### config.mk
export PLATFORM = sky130hd
export DESIGN_NAME = pe_array_top
export DESIGN_NICKNAME = d
export VERILOG_FILES = /design/src/rtl/noc_pkg.sv /design/src/rtl/pe_pkg.sv /design/src/rtl/bus_if.sv /design/src/rtl/col_bus_ctrl.sv /design/src/rtl/conv_pe.sv /design/src/rtl/pe_array_top.sv /design/src/rtl/row_bus_ctrl.sv
export VERILOG_INCLUDE_DIRS = /design/src /design/src/rtl
export SDC_FILE = /design/constraint.sdc
export NUM_CORES = 2
export LEC_CHECK = 0
export BUFFER_PORTS_ARGS = -buffer_cell sky130_fd_sc_hd__buf_2
export CAP_MARGIN = 20
export CORE_UTILIZATION = 55
export CTS_CLUSTER_SIZE = 20
export DETAILED_ROUTE_END_ITERATION = 16
export HOLD_SLACK_MARGIN = 0.1
export PLACE_DENSITY = 0.77
export SYNTH_ARGS = -nofsm -noshare
export SYNTH_HDL_FRONTEND = slang
export SYNTH_SLANG_ARGS = --single-unit
export TNS_END_PERCENT = 10
### constraint.sdc
create_clock -name clk -period 10.2 [get_ports clk]
set_input_delay 0.51 -clock clk [delete_from_list [all_inputs] [get_ports clk]]
set_output_delay 0.51 -clock clk [all_outputs]
set_load 0.02 [all_outputs]
### src/rtl/acc_settings.svh
`ifndef ACC_SETTINGS_SVH
`define ACC_SETTINGS_SVH

////////////////////////////////////////
// Array geometry
////////////////////////////////////////

// Width of one ifmap or filter operand
`define ACC_DATA_WIDTH 16

// PE rows in the array
`define ACC_NUM_ROW 4

// PEs in each row
`define ACC_NUM_COL 4

// Count bits plus one, so the value 4 can mean "all"
`define ACC_TAG_WIDTH 3

`endif

### src/rtl/noc_pkg.sv
`include "acc_settings.svh"

package noc_pkg;

    // One bus word carries two operands
    localparam int BUS_WIDTH = 2 * `ACC_DATA_WIDTH;

    // Destination tags, one extra bit for the broadcast code
    typedef logic [`ACC_TAG_WIDTH-1:0] row_tag_t;
    typedef logic [`ACC_TAG_WIDTH-1:0] col_tag_t;

    // Broadcast codes, equal to the row and column counts
    localparam row_tag_t ROW_ALL = row_tag_t'(`ACC_NUM_ROW);
    localparam col_tag_t COL_ALL = col_tag_t'(`ACC_NUM_COL);

    // Data view, ifmap in the upper half
    typedef struct packed {
        logic [`ACC_DATA_WIDTH-1:0] ifmap;
        logic [`ACC_DATA_WIDTH-1:0] fltr;
    } bus_data_t;

    // Tag view, tags packed at the bottom of the word
    typedef struct packed {
        logic [BUS_WIDTH-2*`ACC_TAG_WIDTH-1:0] reserved;
        row_tag_t                               row_tag;
        col_tag_t                               col_tag;
    } bus_cfg_t;

    // Same 32 bits, read as cfg on flush_tag and as data on word_valid
    typedef union packed {
        bus_data_t data;
        bus_cfg_t  cfg;
    } bus_word_u;

endpackage

### src/rtl/pe_pkg.sv
`include "acc_settings.svh"

package pe_pkg;

    // Signed operand as it arrives from the bus
    typedef logic signed [`ACC_DATA_WIDTH-1:0] operand_t;

    // Full precision product of two operands
    typedef logic signed [2*`ACC_DATA_WIDTH-1:0] product_t;

    // Partial sum, same width as one product
    // no guard bits, wraps on long windows
    typedef logic signed [2*`ACC_DATA_WIDTH-1:0] psum_t;

    // Kernel window length in words
    typedef logic [7:0] ksize_t;

endpackage

### src/rtl/bus_if.sv
`timescale 1ns/1ps
`include "acc_settings.svh"

////////////////////////////////////////
// Column bus, one shared by all rows
////////////////////////////////////////

interface y_bus_if;
    import noc_pkg::*;
    import pe_pkg::*;

    // Per-row accept strobe
    logic [`ACC_NUM_ROW-1:0] row_sel;
    // Column destination for the word in flight
    col_tag_t col_tag;
    operand_t ifmap;
    operand_t fltr;
    // Window restart, kept in order with the data
    logic     flush_kernel;
    ksize_t   kernel_size;

    modport ctrl (output row_sel, col_tag, ifmap, fltr, flush_kernel, kernel_size);
    modport row  (input  row_sel, col_tag, ifmap, fltr, flush_kernel, kernel_size);
endinterface

////////////////////////////////////////
// Row bus, one per row
////////////////////////////////////////

interface x_bus_if;
    import pe_pkg::*;

    // Per-PE accept strobe
    logic [`ACC_NUM_COL-1:0] pe_sel;
    operand_t ifmap;
    operand_t fltr;
    logic     flush_kernel;
    ksize_t   kernel_size;

    modport bus (output pe_sel, ifmap, fltr, flush_kernel, kernel_size);
    modport pe  (input  pe_sel, ifmap, fltr, flush_kernel, kernel_size);
endinterface

### src/rtl/col_bus_ctrl.sv
`timescale 1ns/1ps
`include "acc_settings.svh"

module col_bus_ctrl (
    input  logic               clk,
    input  logic               rstn,
    input  logic               flush_tag,
    input  logic               word_valid,
    input  noc_pkg::bus_word_u bus_word,
    input  logic               flush_kernel,
    input  pe_pkg::ksize_t     kernel_size,
    y_bus_if.ctrl              ybus
);
    import noc_pkg::*;
    import pe_pkg::*;

    // Stored destination
    row_tag_t row_tag_q;
    col_tag_t col_tag_q;
    // Rows hit by the stored tag
    logic [`ACC_NUM_ROW-1:0] row_match;

    ////////////////////////////////////////
    // Tag capture
    ////////////////////////////////////////

    // Reset destination is every PE
    always_ff @(posedge clk or negedge rstn) begin
        if (!rstn) begin
            row_tag_q <= ROW_ALL;
            col_tag_q <= COL_ALL;
        end else if (flush_tag) begin
            row_tag_q <= bus_word.cfg.row_tag;
            col_tag_q <= bus_word.cfg.col_tag;
        end
    end

    // Row decode, broadcast code hits every row
    always_comb begin
        for (int r = 0; r < `ACC_NUM_ROW; r++) begin
            row_match[r] = (row_tag_q == row_tag_t'(r)) || (row_tag_q == ROW_ALL);
        end
    end

    ////////////////////////////////////////
    // Y bus stage
    ////////////////////////////////////////

    always_ff @(posedge clk or negedge rstn) begin
        if (!rstn) begin
            ybus.row_sel      <= '0;
            ybus.col_tag      <= COL_ALL;
            ybus.flush_kernel <= 1'b0;
        end else begin
            // Selects only for a data word
            ybus.row_sel      <= word_valid ? row_match : '0;
            ybus.col_tag      <= col_tag_q;
            ybus.flush_kernel <= flush_kernel;
        end
    end

    // Operands and size ride along unqualified
    always_ff @(posedge clk) begin
        ybus.ifmap       <= operand_t'(bus_word.data.ifmap);
        ybus.fltr        <= operand_t'(bus_word.data.fltr);
        ybus.kernel_size <= kernel_size;
    end

    // One word is either tag or data, never both
    a_tag_data_excl: assert property (@(posedge clk) disable iff (!rstn)
        !(flush_tag && word_valid))
        else $error("flush_tag and word_valid high together");

endmodule

### src/rtl/conv_pe.sv
`timescale 1ns/1ps
`include "acc_settings.svh"

module conv_pe #(
    parameter int COL_IDX = 0
) (
    input  logic          clk,
    input  logic          rstn,
    x_bus_if.pe           xbus,
    output logic          psum_valid,
    output pe_pkg::psum_t psum_data
);
    import pe_pkg::*;

    // Word accepted this cycle
    logic     sel;
    // Last word of the window
    logic     last;
    product_t product;
    psum_t    acc;
    psum_t    acc_next;
    // Words taken in the current window
    ksize_t   cnt;
    // Window length latched on flush
    ksize_t   win_len;

    assign sel = xbus.pe_sel[COL_IDX];

    ////////////////////////////////////////
    // Multiply and add
    ////////////////////////////////////////

    // Signed 16x16 into 32 bits
    assign product  = xbus.ifmap * xbus.fltr;
    assign acc_next = acc + psum_t'(product);
    // cnt stays below win_len so the increment cannot wrap
    assign last     = sel && (ksize_t'(cnt + 8'd1) == win_len);

    ////////////////////////////////////////
    // Window control
    ////////////////////////////////////////

    always_ff @(posedge clk or negedge rstn) begin
        if (!rstn) begin
            acc        <= '0;
            cnt        <= '0;
            win_len    <= 8'd1;
            psum_valid <= 1'b0;
            psum_data  <= '0;
        end else begin
            psum_valid <= 1'b0;
            if (xbus.flush_kernel) begin
                // Drop the partial window, take the new length
                // a word in the same cycle is lost
                acc     <= '0;
                cnt     <= '0;
                win_len <= xbus.kernel_size;
            end else if (sel) begin
                if (last) begin
                    // Emit and start the next window
                    psum_data  <= acc_next;
                    psum_valid <= 1'b1;
                    acc        <= '0;
                    cnt        <= '0;
                end else begin
                    acc <= acc_next;
                    cnt <= ksize_t'(cnt + 8'd1);
                end
            end
        end
    end

    // A zero window would never emit
    a_win_nonzero: assert property (@(posedge clk) disable iff (!rstn)
        win_len != '0)
        else $error("PE col %0d latched kernel_size 0", COL_IDX);

    a_cnt_in_window: assert property (@(posedge clk) disable iff (!rstn)
        cnt < win_len)
        else $error("PE col %0d count %0d past window %0d", COL_IDX, cnt, win_len);

endmodule

### src/rtl/pe_array_top.sv
`timescale 1ns/1ps
`include "acc_settings.svh"

module pe_array_top (
    input  logic               clk,
    input  logic               rstn,
    input  logic               flush_tag,
    input  logic               word_valid,
    input  noc_pkg::bus_word_u bus_word,
    input  logic               flush_kernel,
    input  pe_pkg::ksize_t     kernel_size,
    // PE index is row * ACC_NUM_COL + col
    output logic [`ACC_NUM_ROW*`ACC_NUM_COL-1:0] psum_valid,
    output logic [`ACC_NUM_ROW*`ACC_NUM_COL*$bits(pe_pkg::psum_t)-1:0] psum_data
);

    localparam int PSUM_W = $bits(pe_pkg::psum_t);

    // Shared bus from the column stage to every row
    y_bus_if ybus ();

    ////////////////////////////////////////
    // Column stage
    ////////////////////////////////////////

    col_bus_ctrl u_col_bus_ctrl (
        .clk          (clk),
        .rstn         (rstn),
        .flush_tag    (flush_tag),
        .word_valid   (word_valid),
        .bus_word     (bus_word),
        .flush_kernel (flush_kernel),
        .kernel_size  (kernel_size),
        .ybus         (ybus)
    );

    ////////////////////////////////////////
    // Rows and PEs
    ////////////////////////////////////////

    for (genvar r = 0; r < `ACC_NUM_ROW; r++) begin : g_row
        // Private bus for this row's PEs
        x_bus_if xbus ();

        row_bus_ctrl #(.ROW_IDX(r)) u_row_bus_ctrl (
            .clk  (clk),
            .rstn (rstn),
            .ybus (ybus),
            .xbus (xbus)
        );

        for (genvar c = 0; c < `ACC_NUM_COL; c++) begin : g_col
            localparam int PE_IDX = r * `ACC_NUM_COL + c;

            conv_pe #(.COL_IDX(c)) u_pe (
                .clk        (clk),
                .rstn       (rstn),
                .xbus       (xbus),
                .psum_valid (psum_valid[PE_IDX]),
                .psum_data  (psum_data[PE_IDX*PSUM_W +: PSUM_W])
            );
        end
    end

endmodule

### src/rtl/row_bus_ctrl.sv
`timescale 1ns/1ps
`include "acc_settings.svh"

module row_bus_ctrl #(
    parameter int ROW_IDX = 0
) (
    input  logic  clk,
    input  logic  rstn,
    y_bus_if.row  ybus,
    x_bus_if.bus  xbus
);
    import noc_pkg::*;

    // This row's strobe from the column stage
    logic                    row_hit;
    // PEs hit by the carried column tag
    logic [`ACC_NUM_COL-1:0] col_match;

    assign row_hit = ybus.row_sel[ROW_IDX];

    ////////////////////////////////////////
    // Column decode
    ////////////////////////////////////////

    always_comb begin
        for (int c = 0; c < `ACC_NUM_COL; c++) begin
            col_match[c] = (ybus.col_tag == col_tag_t'(c)) || (ybus.col_tag == COL_ALL);
        end
    end

    ////////////////////////////////////////
    // X bus stage
    ////////////////////////////////////////

    always_ff @(posedge clk or negedge rstn) begin
        if (!rstn) begin
            xbus.pe_sel       <= '0;
            xbus.flush_kernel <= 1'b0;
        end else begin
            // Nothing leaves unless this row was picked
            xbus.pe_sel       <= row_hit ? col_match : '0;
            // Flush goes to every row
            xbus.flush_kernel <= ybus.flush_kernel;
        end
    end

    // Operands forwarded as is
    // the PE select decides who uses them
    always_ff @(posedge clk) begin
        xbus.ifmap       <= ybus.ifmap;
        xbus.fltr        <= ybus.fltr;
        xbus.kernel_size <= ybus.kernel_size;
    end

endmodule

After elaboration in Yosys (flattened, before gate mapping)
Index checks and enable logic that the tools add are counted.
{"block": "totals", "ram_bits": 0, "word_cells": 346, "regBits": 1287, "memories": 0, "rom_bits": 0, "latch_bits": 0}
{"block": "op_classes", "multipliers": 1, "n_lt_le_gt_ge": 0, "bitwise_logic": 1, "n_addsub": 32, "shift": 0, "n_eq_ne": 24, "div_mod_pow": 0, "reduce_logical": 58, "n_mux": 149}
{"op": "32-bit two-way mux", "n": 48}
{"op": "32-bit adder", "n": 16}
{"op": "8-bit two-way mux", "n": 48}
{"op": "8-bit by 1-bit adder with 8-bit output (second input constant)", "n": 16}
{"op": "8-bit equality test", "n": 16}
{"op": "1-bit two-way mux", "n": 48}
{"op": "3-bit AND reduction", "n": 16}
{"op": "16-bit by 16-bit multiplier with 32-bit output", "n": 1}
{"op": "2-bit nonzero test", "n": 16}
{"op": "4-bit two-way mux", "n": 5}
{"op": "1-bit logical AND", "n": 16}
{"op": "3-bit by 2-bit equality test with 1-bit output (second input constant)", "n": 4}
{"op": "1-bit logical OR", "n": 8}
{"op": "3-bit by 1-bit equality test with 1-bit output (second input constant)", "n": 2}
{"op": "3-bit equality test (second input constant)", "n": 2}
{"op": "3-bit logical NOT", "n": 2}
{"op": "1-bit inverter", "n": 1}

Longest topological paths before layout
{"block": "depth", "word_depth": 6, "depth_mapped": 36}

By module
Synthesis repeated with hierarchy kept, for this count alone.
{"block": "hier_totals", "cells_unflattened": 23468, "area_unflattened_um2": 232076.3}
{"module": "conv_pe at g_row[0].g_col[3].u_pe ...", "cells_per_inst": 1451, "area_per_inst_um2": 14204.9, "n_inst": 11}
{"module": "conv_pe at g_row[0].g_col[0].u_pe ...", "cells_per_inst": 1467, "area_per_inst_um2": 14131.1, "n_inst": 2}
{"module": "conv_pe at g_row[3].g_col[2].u_pe", "cells_per_inst": 1434, "area_per_inst_um2": 14293.7, "n_inst": 1}
{"module": "conv_pe at g_row[3].g_col[3].u_pe", "cells_per_inst": 1464, "area_per_inst_um2": 14123.5, "n_inst": 1}
{"module": "conv_pe at g_row[0].g_col[2].u_pe", "cells_per_inst": 1388, "area_per_inst_um2": 13892.1, "n_inst": 1}
{"module": "row_bus_ctrl", "cells_per_inst": 54, "area_per_inst_um2": 984.7, "n_inst": 4}
{"module": "col_bus_ctrl", "cells_per_inst": 71, "area_per_inst_um2": 1312.5, "n_inst": 1}

Least setup slack after synthesis
No wires, ideal clock.
{"block": "synth_path", "path_kind": "register -> register", "start": "register g_row[3].u_row_bus_ctrl.xbus.fltr[7] (netlist name)", "end": "register g_row[1].g_col[0].u_pe.psum_data[30]", "n_path_buf": 1, "arrival_ns": 8.674, "t_required_ns": 10.075, "setup_time_ns": 0.125, "path_stages_with_launch": 30, "slack_ns": 1.401, "path_cell_list": "dfxtp_1 clkbuf_1 nand2_1 fa_1 inv_1 fa_1 inv_1 fa_1 inv_1 fa_1 fa_1 inv_1 fa_1 inv_1 ha_1 and4_1 and3_1 nand2_1 o21ai_0 nand2b_1 a211oi_1 o21ai_0 xnor2_1 ha_1 and3_1 a2111oi_0 o21ai_0 a31oi_1 xnor2_1 mux2_2"}
{"item": "end signal, assigned", "line": "conv_pe.sv:61", "text": "psum_data <= acc_next;"}
{"item": "end, declared", "line": "conv_pe.sv:11", "text": "output pe_pkg::psum_t psum_data"}

Worst setup path in the final report
{"block": "layout_path", "start": "register g_row[3].u_row_bus_ctrl.xbus.fltr[1]", "end": "register g_row[3].g_col[0].u_pe.psum_data[31]"}
{"block": "layout_between", "elab_chain_cells": 2}
{"item": "start, declared", "line": "bus_if.sv:40", "text": "modport bus (output pe_sel, ifmap, fltr, flush_kernel, kernel_size);"}
{"item": "16-bit by 16-bit multiplier with 32-bit output", "line": "conv_pe.sv:34", "text": "assign product = xbus.ifmap * xbus.fltr;"}
{"item": "32-bit adder", "line": "conv_pe.sv:35", "text": "assign acc_next = acc + psum_t'(product);"}
{"item": "end signal, assigned", "line": "conv_pe.sv:61"}
{"item": "end, declared", "line": "conv_pe.sv:11"}
Every way passes these cells.
A chain may end at the register's enable or synchronous reset.

==> results by group <==
Status
  – Run status: completed

Logic synthesis
  – Warnings, synthesis: 0
  – Top post-synthesis cells by area: dfrtp_1, ha_1, fa_1
  – Area leader, netlist: dfrtp_1
  – Ys flop type: dfrtp_1
  – Post-Synthesis Cells: 8,000
  – Distinct cells, synth: 84
  – Post-synth EDFFs: 0
  – Average size of a mapped cell: 10.34 um2
  – Post-synth top area share: 0.3640
  – Syn nets: 8,949
  – Post-Syn Area: 82,710 um2
  – Number of synthesized register bits: 1,287
  – Async set-reset flop share out of synthesis: 0.9378
  – Post-synthesis sequential area ratio: 0.3846

Cells and area
  – NumNets Final: 9,556
  – Share of cells above drive strength 1: 0.1794
  – Commonest non-fill, non-tap cell in the layout: dfrtp_1
  – Fill cells: 11.95k
  – Area growth, synth to finish: 13.71%
  – Most frequent cells in the layout: dfrtp_1, ha_1, buf_2

CTS
  – H-tree depth: 4
  – Postcts setup bufs: 0
  – CTS tree: done
  – Longest Clk Path Bufs: 3
  – Worst-skew pair later-pin latency: 0.82 ns
  – Root Driver: clkbuf_16
  – CTS clk-pin slew, worst paths: 0.06 ns
  – Num CTS Buffers: 143
  – Sink Count: 1,287

STA
  – Min Tclk post-route: 9.520 ns
  – TNS Setup: 0 ns
  – Tightest Pin Transition: 1.267 ns
  – Crit share post-route: 0.9333
  – Fin. max-slew vios: 0
  – Slew margin rel.: 0.1515
  – RSZ-0062 raised after global routing: no
  – Final-report hold violation count: 0
  – Maximum clock frequency: 0.1050 GHz
  – Final clock skew: 0.03955 ns
  – Final-report setup violation count: 0

Placement
  – DPL Wire Length: 173,800 um
  – Placer Congestion: 0.9390
  – PortBufs: 572

Routing
  – # DRC: 0
  – 1st-pass router iterations: 5
  – Number of DRC markers in iteration 0: 4,928
  – Final ANT Viol Nets: 0
  – Drt wl/cell: 22.87 um
  – DR vias/cell: 6.052
  – DRT Wirelength: 245,400 um
  – Via count: 64.93k

Setup path
  – Crit end category: flop
  – Type of origin of the critical path: flop
  – Worst setup startpoint: g_row[3].u_row_bus_ctrl.xbus.fltr[1]
  – Slowest CP cell: a2111oi_0
  – Crit path DAT: 10.26 ns
  – Reg2reg start: g_row[3].u_row_bus_ctrl.xbus.fltr[1]
  – Critical Path Sink: g_row[3].g_col[0].u_pe.psum_data[31]
  – WS Path Type: flop to flop
  – FF-to-FF setup slack: 0.68 ns
  – Max incr delay on CP: 0.91 ns
  – CP most frequent cell: fa_1
  – Reg2reg path depth: 29
  – CP Max Fanout: 16
  – R2R Path End: g_row[3].g_col[0].u_pe.psum_data[31]
  – Critical Path RT: 10.94 ns

Flow run
  – MaxCap Viol Count: 0

Global route
  – First-pass GRT wire length: 376,200 um
  – GRT Total Usage: 0.3214
  – Vias in the first global route: 64.17k
  – Largest net degree at the start of global routing: 160
  – GR Overflow Total: 0
  – Initial antenna violation count: 7

Floorplan
  – Starting Density: 0.5568
  – Io pins: 573
  – Rows: 141
  – Die Area: 151,900 um2
  – Core Region: 148,500 um2
  – Die height: 389.8 um
  – Die width: 389.8 um

Worst hold path
  – Worst hold path class: flop to flop
## area by class of cell
cell class / instances / area (um2) / share of cell area
multi-input cells: 5932 / 48340 / 0.5139
well taps: 2002 / 2505 / 0.02663
clock buffers: 191 / 4033 / 0.04288
flip-flops and latches: 1287 / 31820 / 0.3383
clock inverters: 74 / 987.2 / 0.01050
repair buffers: 743 / 4492 / 0.04776
diodes: 1 / 2.502 / 0.00002661
inverters: 500 / 1877 / 0.01996
## through the flow
stage | worst slack (ns) | utilization | hold slack, ns | cells | instance area (um2)
final | 0.6804 | 0.6332 | 0.3249 | 10730 | 94050
after detailed placement | 0.8332 | 0.5962 | 0.3121 | 10419 | 88560
after global routing | 0.3202 | 0.6331 | 0.3319 | 10729 | 94050
after CTS | 0.7772 | 0.6329 | 0.2971 | 10728 | 94020
after global placement | 0.9228 | 0.5961 | 0.3120 | 10418 | 88540
after floorplan | 1.401 | - | 0.2144 | 8000 | 82710
## cells in the mapped netlist (10+ instances only)
cell	n
a21oi_1	401
nand4_1	50
a31oi_1	93
nor2b_1	65
fa_1	278
buf_2	22
a31o_2	22
dfrtp_1	1203
clkbuf_1	231
o22ai_1	11
nand3_1	117
xnor2_1	494
mux2i_1	21
nand3b_1	24
o211a_1	10
or3_1	35
xor2_1	162
and2_1	182
a21o_1	238
or2_2	11
o21bai_1	66
a211o_1	29
o21a_1	78
and3_1	68
and4_1	13
nand2b_1	88
nor2_1	434
buf_4	16
a22o_1	489
dfxtp_1	80
nor3_1	141
a211oi_1	52
inv_1	498
o31ai_1	50
mux2_2	492
a21boi_0	12
o21ai_0	382
o211ai_1	37
nor3b_1	19
nor4_1	17
nand2_1	515
ha_1	626
## kinds of logic (layout without fill, tap and decap cells)
family	count (synthesis)	in the layout	synth area share
xor+xnor	660	660	0.07025
other cells	0	1	0
mux	513	513	0.06952
simple gates	1794	1794	0.1046
flops	1287	1287	0.3846
compound gates	2061	2061	0.1724
fa+ha+maj	904	904	0.1620
buf+inv	781	1508	0.03664
## layer usage
layer	GRT usage	wire length, um	vias up	part of all wire
met2	0.4965	110400	2237	0.45
met1	0.4265	102600	32408	0.42
met3	0.06404	17960	562	0.073
met5	0	23	-	0.000094
li1	-	-	29723	-
met4	0.1733	14320	4	0.058
## repair_timing
item                                   in CTS  in global routing
endpoints found under the hold margin     185                  0
hold buffers                               44                  0
resized for setup                           0                  0
## sequential cells by signal, indices dropped and copies added, names as in the netlist, 16 cells and up
name and count:
g_row.g_col.u_pe.cnt 128, g_row.g_col.u_pe.psum_valid 16, g_row.g_col.u_pe.acc 512, g_row.u_row_bus_ctrl.xbus.ifmap 16, u_col_bus_ctrl.ybus.ifmap 16, g_row.g_col.u_pe.psum_data 512
g_row.u_row_bus_ctrl.xbus.pe_sel 16, u_col_bus_ctrl.ybus.fltr 16, g_row.u_row_bus_ctrl.xbus.fltr 16
## critical path: cells and delay by family, from the launching register on
kind,cells,cell delay [ns]
DFF,1,0.68
AOI/OAI and AO/OA,8,2.30
adders and majority gates,8,3.66
muxes,1,0.27
and+or+nand+nor,5,0.59
xor gates and xnor gates,2,0.69
buffers and inverters,5,1.22
## how the worst min path moves through the flow
stage	from	endpoint	slack (ns)	cells past startpoint
2_1_floorplan	rstn	g_row[0].g_col[0].u_pe.acc[0]	0.21	0
3_3_place_gp	u_col_bus_ctrl.ybus.ifmap[1]	g_row[3].u_row_bus_ctrl.xbus.ifmap[1]	0.31	0
3_5_place_dp	u_col_bus_ctrl.ybus.ifmap[15]	g_row[3].u_row_bus_ctrl.xbus.ifmap[15]	0.31	0
4_1_cts	bus_word[16]	u_col_bus_ctrl.ybus.ifmap[0]	0.30	2
5_1_grt	u_col_bus_ctrl.ybus.fltr[0]	g_row[3].u_row_bus_ctrl.xbus.fltr[0]	0.33	0
6_report	u_col_bus_ctrl.ybus.fltr[13]	g_row[3].u_row_bus_ctrl.xbus.fltr[13]	0.32	0
Power is not shown: default switching activity piles up to over one toggle a cycle in this logic, so the estimate is an artifact.
